==> src/rtl/xm_pkg.sv <==
// ##########################################################################
// host register block shared types
// ##########################################################################

package xm_pkg;

    // clocks per 0.1 ms at 25.125 MHz
    localparam int TICKS_DEFAULT = 2512;

    typedef logic [15:0] word_t;    // register and memory word
    typedef logic [15:0] addr_t;    // VRAM or XR address

    // host register numbers, even byte is the high byte
    typedef enum logic [3:0] {
        XR_ADDR   = 4'h0,
        XR_DATA   = 4'h1,
        RD_INCR   = 4'h2,
        RD_ADDR   = 4'h3,
        WR_INCR   = 4'h4,
        WR_ADDR   = 4'h5,
        DATA      = 4'h6,
        DATA_2    = 4'h7,
        SYS_CTRL  = 4'h8,
        TIMER     = 4'h9,
        UNUSED_A  = 4'hA,
        UNUSED_B  = 4'hB,
        RW_INCR   = 4'hC,
        RW_ADDR   = 4'hD,
        RW_DATA   = 4'hE,
        RW_DATA_2 = 4'hF
    } xm_reg_e;

    typedef struct packed {
        logic       wr_strobe;      // one cycle per chip select
        logic       rd_strobe;
        xm_reg_e    reg_num;
        logic       bytesel;        // 1 = odd byte
        logic [7:0] data;
    } bus_op_t;

    typedef enum logic [1:0] {
        NONE = 2'd0,
        VRAM = 2'd1,
        XR   = 2'd2
    } mem_target_e;

    typedef enum logic [1:0] {
        RD_PREFETCH = 2'd0,
        XR_READ     = 2'd1,
        VRAM_WRITE  = 2'd2,
        XR_WRITE    = 2'd3
    } mem_kind_e;

    typedef struct packed {
        mem_kind_e  kind;
        addr_t      addr;
        word_t      wdata;
        logic [3:0] mask;           // nibble write enables
    } mem_cmd_t;

    typedef struct packed {
        logic       wr;
        addr_t      addr;
        word_t      data;
        logic [3:0] mask;
    } mem_req_t;

    typedef struct packed {
        logic       done;
        mem_kind_e  kind;
        word_t      rdata;
    } mem_done_t;

endpackage

==> src/rtl/access_ctrl.sv <==
// ##########################################################################
// single outstanding memory access
// ##########################################################################

module access_ctrl
    import xm_pkg::*;
(
    input  logic      clk,
    input  logic      reset_i,
    input  mem_cmd_t  cmd_i,
    input  logic      cmd_valid_i,
    output logic      cmd_ready_o,
    output mem_req_t  vram_req_o,
    output logic      vram_valid_o,
    input  logic      vram_ready_i,
    input  word_t     vram_rdata_i,
    output mem_req_t  xr_req_o,
    output logic      xr_valid_o,
    input  logic      xr_ready_i,
    input  word_t     xr_rdata_i,
    output mem_done_t done_o,
    output logic      busy_o
);

    mem_target_e target_q;      // NONE when idle
    mem_kind_e   kind_q;
    mem_req_t    req_q;
    word_t       rdata_q;
    logic        done_q;
    logic        accept;
    logic        vram_fire, xr_fire;

    function automatic mem_target_e target_of(input mem_kind_e kind);
        case (kind)
            XR_READ, XR_WRITE: return XR;
            default:           return VRAM;
        endcase
    endfunction

    // the done cycle still counts as busy so the result lands first
    assign cmd_ready_o  = (target_q == NONE) && !done_q;
    assign busy_o       = !cmd_ready_o;
    assign accept       = cmd_valid_i && cmd_ready_o;

    assign vram_valid_o = (target_q == VRAM);
    assign xr_valid_o   = (target_q == XR);
    assign vram_fire    = vram_valid_o && vram_ready_i;
    assign xr_fire      = xr_valid_o && xr_ready_i;

    assign vram_req_o   = req_q;        // only the selected port is valid
    assign xr_req_o     = req_q;

    always_ff @(posedge clk) begin
        if (reset_i) begin
            target_q <= NONE;
            done_q   <= 1'b0;
        end else begin
            done_q <= 1'b0;
            if (accept) begin
                target_q <= target_of(cmd_i.kind);
            end else if (vram_fire || xr_fire) begin
                target_q <= NONE;
                done_q   <= 1'b1;
            end
        end
    end

    always_ff @(posedge clk) begin
        if (accept) begin
            kind_q     <= cmd_i.kind;
            req_q.wr   <= (cmd_i.kind == VRAM_WRITE) || (cmd_i.kind == XR_WRITE);
            req_q.addr <= cmd_i.addr;
            req_q.data <= cmd_i.wdata;
            req_q.mask <= cmd_i.mask;
        end
        if (vram_fire || xr_fire) begin
            rdata_q <= vram_fire ? vram_rdata_i : xr_rdata_i;
        end
    end

    always_comb begin
        done_o.done  = done_q;
        done_o.kind  = kind_q;          // unchanged until next accept
        done_o.rdata = rdata_q;
    end

endmodule

==> src/rtl/bus_sync.sv <==
// ##########################################################################
// host bus synchronizer
// ##########################################################################

module bus_sync
    import xm_pkg::*;
(
    input  logic       clk,
    input  logic       reset_i,
    input  logic       bus_cs_n_i,
    input  logic       bus_rd_nwr_i,      // 1 = read
    input  logic [3:0] bus_reg_num_i,
    input  logic       bus_bytesel_i,
    input  logic [7:0] bus_data_i,
    output bus_op_t    bus_op_o
);

    logic       cs_n_q1, cs_n_q2, cs_n_q3;
    logic       rd_nwr_q1, rd_nwr_q2;
    logic [3:0] reg_num_q1, reg_num_q2;
    logic       bytesel_q1, bytesel_q2;
    logic [7:0] data_q1, data_q2;
    logic       wr_strobe_q, rd_strobe_q;
    logic       cs_fall;

    assign cs_fall = cs_n_q3 && !cs_n_q2;   // select just went low

    always_ff @(posedge clk) begin
        if (reset_i) begin
            cs_n_q1     <= 1'b1;
            cs_n_q2     <= 1'b1;
            cs_n_q3     <= 1'b1;
            wr_strobe_q <= 1'b0;
            rd_strobe_q <= 1'b0;
        end else begin
            cs_n_q1     <= bus_cs_n_i;
            cs_n_q2     <= cs_n_q1;
            cs_n_q3     <= cs_n_q2;             // edge detect stage
            wr_strobe_q <= cs_fall && !rd_nwr_q2;
            rd_strobe_q <= cs_fall && rd_nwr_q2;
        end
    end

    // payload stages, held stable by the host while selected
    always_ff @(posedge clk) begin
        rd_nwr_q1  <= bus_rd_nwr_i;
        rd_nwr_q2  <= rd_nwr_q1;
        reg_num_q1 <= bus_reg_num_i;
        reg_num_q2 <= reg_num_q1;
        bytesel_q1 <= bus_bytesel_i;
        bytesel_q2 <= bytesel_q1;
        data_q1    <= bus_data_i;
        data_q2    <= data_q1;
    end

    always_comb begin
        bus_op_o.wr_strobe = wr_strobe_q;
        bus_op_o.rd_strobe = rd_strobe_q;
        bus_op_o.reg_num   = xm_reg_e'(reg_num_q2);
        bus_op_o.bytesel   = bytesel_q2;
        bus_op_o.data      = data_q2;
    end

endmodule

==> src/rtl/reg_file.sv <==
// ##########################################################################
// host register file
// ##########################################################################

module reg_file
    import xm_pkg::*;
(
    input  logic       clk,
    input  logic       reset_i,
    input  bus_op_t    bus_op_i,
    input  word_t      timer_i,
    input  logic       busy_i,            // memory access outstanding
    input  mem_done_t  done_i,
    output mem_cmd_t   cmd_o,
    output logic       cmd_valid_o,
    output logic [7:0] bus_data_o,
    output logic [3:0] intr_mask_o,
    output logic [3:0] intr_clear_o
);

    addr_t      reg_xr_addr;
    word_t      reg_xr_data;       // last XR read result
    word_t      reg_rd_incr;
    addr_t      reg_rd_addr;
    word_t      reg_rd_data;       // prefetched VRAM word
    word_t      reg_wr_incr;
    addr_t      reg_wr_addr;
    logic [7:0] reg_xr_data_even;  // pending high byte for XR_DATA
    logic [7:0] reg_data_even;     // pending high byte for DATA
    logic [3:0] reg_wr_mask;

    mem_cmd_t   cmd_next;
    logic       cmd_fire;
    logic       even_wr, odd_wr, odd_rd;

    assign even_wr = bus_op_i.wr_strobe && !bus_op_i.bytesel;
    assign odd_wr  = bus_op_i.wr_strobe && bus_op_i.bytesel;
    assign odd_rd  = bus_op_i.rd_strobe && bus_op_i.bytesel;

    function automatic logic [7:0] pick_byte(input word_t w, input logic odd);
        return odd ? w[7:0] : w[15:8];
    endfunction

    // read-back byte, valid while the host keeps select low
    always_comb begin
        case (bus_op_i.reg_num)
            XR_ADDR:
                bus_data_o = pick_byte(reg_xr_addr, bus_op_i.bytesel);
            XR_DATA:
                bus_data_o = pick_byte(reg_xr_data, bus_op_i.bytesel);
            RD_INCR:
                bus_data_o = pick_byte(reg_rd_incr, bus_op_i.bytesel);
            RD_ADDR:
                bus_data_o = pick_byte(reg_rd_addr, bus_op_i.bytesel);
            WR_INCR:
                bus_data_o = pick_byte(reg_wr_incr, bus_op_i.bytesel);
            WR_ADDR:
                bus_data_o = pick_byte(reg_wr_addr, bus_op_i.bytesel);
            DATA, DATA_2:
                bus_data_o = pick_byte(reg_rd_data, bus_op_i.bytesel);
            SYS_CTRL:
                bus_data_o = bus_op_i.bytesel ? {busy_i, 3'b000, reg_wr_mask}
                                              : {4'b0000, intr_mask_o};
            TIMER:
                bus_data_o = pick_byte(timer_i, bus_op_i.bytesel);
            default:
                bus_data_o = 8'h00;             // dropped slots
        endcase
    end

    // memory command decode, odd byte completes the word
    always_comb begin
        cmd_fire       = 1'b0;
        cmd_next.kind  = RD_PREFETCH;
        cmd_next.addr  = reg_rd_addr;
        cmd_next.wdata = {reg_data_even, bus_op_i.data};
        cmd_next.mask  = 4'hF;
        if (odd_wr) begin
            case (bus_op_i.reg_num)
                XR_ADDR: begin
                    cmd_fire      = 1'b1;
                    cmd_next.kind = XR_READ;
                    cmd_next.addr = {reg_xr_addr[15:8], bus_op_i.data};
                end
                XR_DATA: begin
                    cmd_fire       = 1'b1;
                    cmd_next.kind  = XR_WRITE;
                    cmd_next.addr  = reg_xr_addr;
                    cmd_next.wdata = {reg_xr_data_even, bus_op_i.data};
                end
                RD_ADDR: begin
                    cmd_fire      = 1'b1;
                    cmd_next.addr = {reg_rd_addr[15:8], bus_op_i.data};
                end
                DATA, DATA_2: begin
                    cmd_fire      = 1'b1;
                    cmd_next.kind = VRAM_WRITE;
                    cmd_next.addr = reg_wr_addr;
                    cmd_next.mask = reg_wr_mask;
                end
                default: ;
            endcase
        end else if (odd_rd && (bus_op_i.reg_num == DATA || bus_op_i.reg_num == DATA_2)) begin
            cmd_fire = 1'b1;                    // next prefetch at rd addr
        end
    end

    always_ff @(posedge clk) begin
        if (reset_i) begin
            cmd_valid_o <= 1'b0;
        end else begin
            cmd_valid_o <= cmd_fire;            // dropped downstream if busy
        end
    end

    always_ff @(posedge clk) begin
        if (cmd_fire) begin
            cmd_o <= cmd_next;
        end
    end

    always_ff @(posedge clk) begin
        if (reset_i) begin
            reg_xr_addr      <= '0;
            reg_xr_data      <= '0;
            reg_rd_incr      <= '0;
            reg_rd_addr      <= '0;
            reg_rd_data      <= '0;
            reg_wr_incr      <= '0;
            reg_wr_addr      <= '0;
            reg_xr_data_even <= '0;
            reg_data_even    <= '0;
            reg_wr_mask      <= 4'hF;
            intr_mask_o      <= 4'h0;
            intr_clear_o     <= 4'h0;
        end else begin
            intr_clear_o <= 4'h0;               // single cycle pulse

            if (done_i.done) begin
                case (done_i.kind)
                    RD_PREFETCH: begin
                        reg_rd_data <= done_i.rdata;
                        reg_rd_addr <= reg_rd_addr + reg_rd_incr;
                    end
                    VRAM_WRITE: reg_wr_addr <= reg_wr_addr + reg_wr_incr;
                    XR_READ:    reg_xr_data <= done_i.rdata;
                    XR_WRITE:   reg_xr_addr <= reg_xr_addr + 16'd1;
                    default: ;
                endcase
            end

            // bus writes win over a same-cycle completion
            if (even_wr) begin
                case (bus_op_i.reg_num)
                    XR_ADDR:      reg_xr_addr[15:8] <= bus_op_i.data;
                    XR_DATA:      reg_xr_data_even  <= bus_op_i.data;
                    RD_INCR:      reg_rd_incr[15:8] <= bus_op_i.data;
                    RD_ADDR:      reg_rd_addr[15:8] <= bus_op_i.data;
                    WR_INCR:      reg_wr_incr[15:8] <= bus_op_i.data;
                    WR_ADDR:      reg_wr_addr[15:8] <= bus_op_i.data;
                    DATA, DATA_2: reg_data_even     <= bus_op_i.data;
                    SYS_CTRL:     intr_mask_o       <= bus_op_i.data[3:0];
                    default: ;
                endcase
            end

            if (odd_wr) begin
                case (bus_op_i.reg_num)
                    XR_ADDR:  reg_xr_addr[7:0] <= bus_op_i.data;
                    RD_INCR:  reg_rd_incr[7:0] <= bus_op_i.data;
                    RD_ADDR:  reg_rd_addr[7:0] <= bus_op_i.data;
                    WR_INCR:  reg_wr_incr[7:0] <= bus_op_i.data;
                    WR_ADDR:  reg_wr_addr[7:0] <= bus_op_i.data;
                    SYS_CTRL: reg_wr_mask      <= bus_op_i.data[3:0];
                    TIMER:    intr_clear_o     <= bus_op_i.data[3:0];  // interrupt ack
                    default: ;
                endcase
            end
        end
    end

endmodule

==> src/rtl/tick_timer.sv <==
// ##########################################################################
// tenth millisecond timer
// ##########################################################################

module tick_timer
    import xm_pkg::*;
#(
    parameter int CLKS_PER_TICK = 2512
) (
    input  logic  clk,
    input  logic  reset_i,
    output word_t timer_o
);

    localparam int FRAC_W = $clog2(CLKS_PER_TICK + 1);

    logic [FRAC_W-1:0] frac_q;      // clocks within current tick

    always_ff @(posedge clk) begin
        if (reset_i) begin
            frac_q  <= '0;
            timer_o <= '0;
        end else if (frac_q == FRAC_W'(CLKS_PER_TICK - 1)) begin
            frac_q  <= '0;
            timer_o <= timer_o + 16'd1;  // wraps at 16 bits
        end else begin
            frac_q <= frac_q + 1'b1;
        end
    end

endmodule

==> src/rtl/xm_reg_top.sv <==
// ##########################################################################
// host register block top level
// ##########################################################################

module xm_reg_top
    import xm_pkg::*;
#(
    parameter int CLKS_PER_TICK = TICKS_DEFAULT
) (
    input  logic       clk,
    input  logic       reset_i,
    input  logic       bus_cs_n_i,
    input  logic       bus_rd_nwr_i,
    input  logic [3:0] bus_reg_num_i,
    input  logic       bus_bytesel_i,
    input  logic [7:0] bus_data_i,
    output logic [7:0] bus_data_o,
    output mem_req_t   vram_req_o,
    output logic       vram_valid_o,
    input  logic       vram_ready_i,
    input  word_t      vram_rdata_i,
    output mem_req_t   xr_req_o,
    output logic       xr_valid_o,
    input  logic       xr_ready_i,
    input  word_t      xr_rdata_i,
    output logic [3:0] intr_mask_o,
    output logic [3:0] intr_clear_o
);

    bus_op_t   bus_op;
    word_t     timer;
    logic      busy;
    mem_done_t done;
    mem_cmd_t  cmd;
    logic      cmd_valid;

    bus_sync i_bus_sync (
        .clk           (clk),
        .reset_i       (reset_i),
        .bus_cs_n_i    (bus_cs_n_i),
        .bus_rd_nwr_i  (bus_rd_nwr_i),
        .bus_reg_num_i (bus_reg_num_i),
        .bus_bytesel_i (bus_bytesel_i),
        .bus_data_i    (bus_data_i),
        .bus_op_o      (bus_op)
    );

    tick_timer #(
        .CLKS_PER_TICK (CLKS_PER_TICK)
    ) i_tick_timer (
        .clk     (clk),
        .reset_i (reset_i),
        .timer_o (timer)
    );

    access_ctrl i_access_ctrl (
        .clk          (clk),
        .reset_i      (reset_i),
        .cmd_i        (cmd),
        .cmd_valid_i  (cmd_valid),
        .cmd_ready_o  (),               // reg_file never holds a command
        .vram_req_o   (vram_req_o),
        .vram_valid_o (vram_valid_o),
        .vram_ready_i (vram_ready_i),
        .vram_rdata_i (vram_rdata_i),
        .xr_req_o     (xr_req_o),
        .xr_valid_o   (xr_valid_o),
        .xr_ready_i   (xr_ready_i),
        .xr_rdata_i   (xr_rdata_i),
        .done_o       (done),
        .busy_o       (busy)
    );

    reg_file i_reg_file (
        .clk          (clk),
        .reset_i      (reset_i),
        .bus_op_i     (bus_op),
        .timer_i      (timer),
        .busy_i       (busy),
        .done_i       (done),
        .cmd_o        (cmd),
        .cmd_valid_o  (cmd_valid),
        .bus_data_o   (bus_data_o),
        .intr_mask_o  (intr_mask_o),
        .intr_clear_o (intr_clear_o)
    );

endmodule

==> config.mk <==
export PLATFORM = sky130hd
export DESIGN_NAME = xm_reg_top
export DESIGN_NICKNAME = d
export VERILOG_FILES = /design/src/rtl/xm_pkg.sv /design/src/rtl/access_ctrl.sv /design/src/rtl/bus_sync.sv /design/src/rtl/reg_file.sv /design/src/rtl/tick_timer.sv /design/src/rtl/xm_reg_top.sv
export SDC_FILE = /design/constraint.sdc
export NUM_CORES = 1
export LEC_CHECK = 0
export ABC_AREA = 0
export BUFFER_PORTS_ARGS = -buffer_cell sky130_fd_sc_hd__buf_2
export CAP_MARGIN = 20
export CORE_ASPECT_RATIO = 1.2
export CORE_MARGIN = 8
export CORE_UTILIZATION = 30
export CTS_CLUSTER_SIZE = 10
export DETAILED_ROUTE_END_ITERATION = 16
export GPL_ROUTABILITY_DRIVEN = 0
export PLACE_DENSITY = 0.48
export SYNTH_ARGS = -nofsm -noshare
export SYNTH_HDL_FRONTEND = slang
export SYNTH_HIERARCHICAL = 1
export SYNTH_SLANG_ARGS = --single-unit
==> constraint.sdc <==
create_clock -name clk -period 4.3 [get_ports clk]
set_clock_uncertainty 0.1 [all_clocks]
set_input_delay 0.215 -clock clk [delete_from_list [all_inputs] [get_ports clk]]
set_output_delay 0.215 -clock clk [all_outputs]
set_load 0.02 [all_outputs]
==> out/results.ini <==
[run_status]
status=completed

[power_and_ir_drop]
p_per_area_nw_per_um2=370
finalPower_uw=6100
ir_drop_mv=0.268
p_leak_uw=0.00603

[critical_path]
cp.arrival_ns=3.10
r2r_slack_ns=1.40
crit_required_ns=3.98
reg2reg_depth=6
crit_type=reg -> out
path_max_fanout=14
r2r-start=i_bus_sync/reg_num_q2[0]$_DFF_P_
r2r_end=i_reg_file/reg_wr_addr[13]$_SDFF_PP0_
end_kind=output pin
worstSetupStartpointType=flop

[placed_design]
place.port_buffers=142
hpwl_um=32300
placed_area_um2=14900

[sta]
fin_crit_sh=0.794
fin_setup_tns_ns=0
finalHoldViolations=0
rsz0062_at_grt=false
final_max_slew_viol_count=0
setup_viol=0
worst_pin_slew_ns=1.05
fin_crit_ns=3.42
maxSlewHeadroom=0.300
fmax_mhz=293

[cts]
cts_tree=done
clk_latency_ns=0.53
htree_levels=2
clk_path_buf_depth=3
clock_sinks=298
cts.repair.resized=0
cts-root-buf=clkbuf_16
numCtsBuffers=37
cts.clk_slew.worst_paths_ns=0.06

[synthesis]
ys_top_cells_by_count=nand2_1 (249), dfxtp_1 (205), a21oi_1 (139)
ys_seq_area_frac=0.497
synth_warnings=6
netlist_top_cells_area=dfxtp_1 (30%), edfxtp_1 (20%), nand2_1 (6.7%), a21oi_1 (5.0%), ha_1 (3.0%)
synth.most_common_cell=nand2_1
ys_async_sr_fraction=0
ys_ff_latch=298
synth_nets=1532
synth-main-ff-cell=dfxtp_1
synth.top_cell.area_share=0.296
synth-edff-count=93
yosysTopAreaCell=dfxtp_1
yosysUniqueCellTypes=78
synth_area_um2=13900
syn_area_per_cell_um2=9.59
syn_inst=1446

[layout]
fill_cells=4723
final_nets=1663
finalInstanceArea_um2=16500
syn_to_final_growth_pct=19.0
n_antenna_cell=0
drive_above_1_share=0.168
regMostFlops=i_reg_file/cmd_o
largest_reg_flops=38
final_util=0.360

[die]
die_h_um=252
dieWidth_um=212
fp.dieArea_um2=53400
core_um2=45800
num_rows=86
start_util=0.303
pin_count=143

[global_route]
grt_pass1_vias=11100
grt_pass1_wl_um=68600
antenna_found_initial=0
grt_start_max_net_pins=78
grt-ovfl-total=0
groute.usage.overall=0.166

[worst_hold_path]
min_to=i_tick_timer/timer_o[2]$_SDFFE_PP0N_
worstHoldStart=reset_i
worstHoldPathType=in -> reg
hold_depth=2

[routing]
wirelength_um=45600
vias=11300
post-route-drc-count=0
vias_per_cell=5.10
drt-initial-drc-count=1067
ant_nets=0
first_pass_iters=9
wl_per_cell_um=20.5

[job]
drv_cap=0

[critical path, cell delays in order, from the launching register on]
cell and delay [ns]:
dfxtp_1 0.63, nand2b_1 0.19, nor2_1 0.82, a222oi_1 0.20
nand4_1 0.15, o21ai_0 0.12, o221ai_1 0.20, buf_2 0.25
[through the flow]
stage          std cells  hold slack (ns)  worst slack, ns
4_1_cts             2221            0.183            0.910
3_5_place_dp        2106            0.214             1.44
3_3_place_gp        2106            0.211             1.49
6_report            2221            0.192            0.884
5_1_grt             2221            0.215            0.679
2_1_floorplan       1446            0.143             1.68
[how the worst max path moves through the flow]
stage	from	endpoint	slack [ns]	depth (start not counted)
after floorplan	i_bus_sync/bytesel_q2$_DFF_P_	i_reg_file/cmd_o[0]$_SDFFCE_PN1P_	1.68	6
after global placement	i_bus_sync/bytesel_q2$_DFF_P_	bus_data_o[4]	1.49	5
after detailed placement	i_bus_sync/bytesel_q2$_DFF_P_	i_reg_file/cmd_o[5]$_DFFE_PP_	1.44	4
after CTS	i_bus_sync/bytesel_q2$_DFF_P_	bus_data_o[6]	0.91	5
after global routing	i_bus_sync/reg_num_q2[0]$_DFF_P_	bus_data_o[0]	0.68	7
final	i_bus_sync/reg_num_q2[0]$_DFF_P_	bus_data_o[7]	0.88	7
[cells in the final DEF, fill, tap and decap left out, drive strengths merged, types with 18 or more instances in the layout]
cell type,synthesis,final
dfxtp,205,205
nor2,102,102
nand3,43,43
mux2,34,34
clkbuf,62,63
dlygate4sd3,0,48
edfxtp,93,93
ha,33,33
a21oi,139,139
a311oi,18,18
nand2,251,251
xor2,22,22
xnor2,23,23
buf,59,165
a222oi,18,18
mux2i,34,34
o21ai,46,46
a22oi,24,24
a211oi,28,28
[metal layers]
| layer | global-route usage | part of all wire | routed length [µm] |
|---|---|---|---|
| met4 | 0.0746 | 0.043 | 1960 |
| met1 | 0.208 | 0.42 | 19300 |
| met5 | 0 | 0 | 0 |
| met3 | 0.0279 | 0.062 | 2820 |
| met2 | 0.278 | 0.47 | 21600 |
[logic make-up (layout without fill, tap and decap cells)]
family                   after synthesis  count (layout)  synth area share
AO/OA/AOI/OAI                        342             342             0.158
XOR/XNOR                              45              45            0.0284
adder cells (fa/ha/maj)               35              35            0.0327
AND/OR/NAND/NOR                      527             527             0.178
flip-flops                           298             298             0.497
multiplexers                          68              68            0.0540
buffers and inverters                131             290            0.0512
[repair_timing]
action                                  4_1_cts  5_1_grt
endpoints found under the hold margin        33        0
hold buffers                                 48        0
setup buffers                                 0        0
endpoints found under the setup margin        0        0
[power breakdown]
group | switching [µW] | internal [µW] | total (µW)
clock | 1160 | 1790 | 2950
sequential | 36.2 | 2910 | 2950
combinational | 113 | 87.1 | 200
total | 1310 | 4780 | 6100
[cell type report]
cell class                 count  area, µm²  area share
multi-input combinational   1017       6270       0.380
timing repair buffer         213       1380      0.0836
clock buffer                  63       1100      0.0664
tap                          616        771      0.0467
inverter                      10       37.5     0.00227
sequential                   298       6900       0.418
clock inverter                 4       47.5     0.00288
Note: power is estimated with default switching activity, not from simulation.
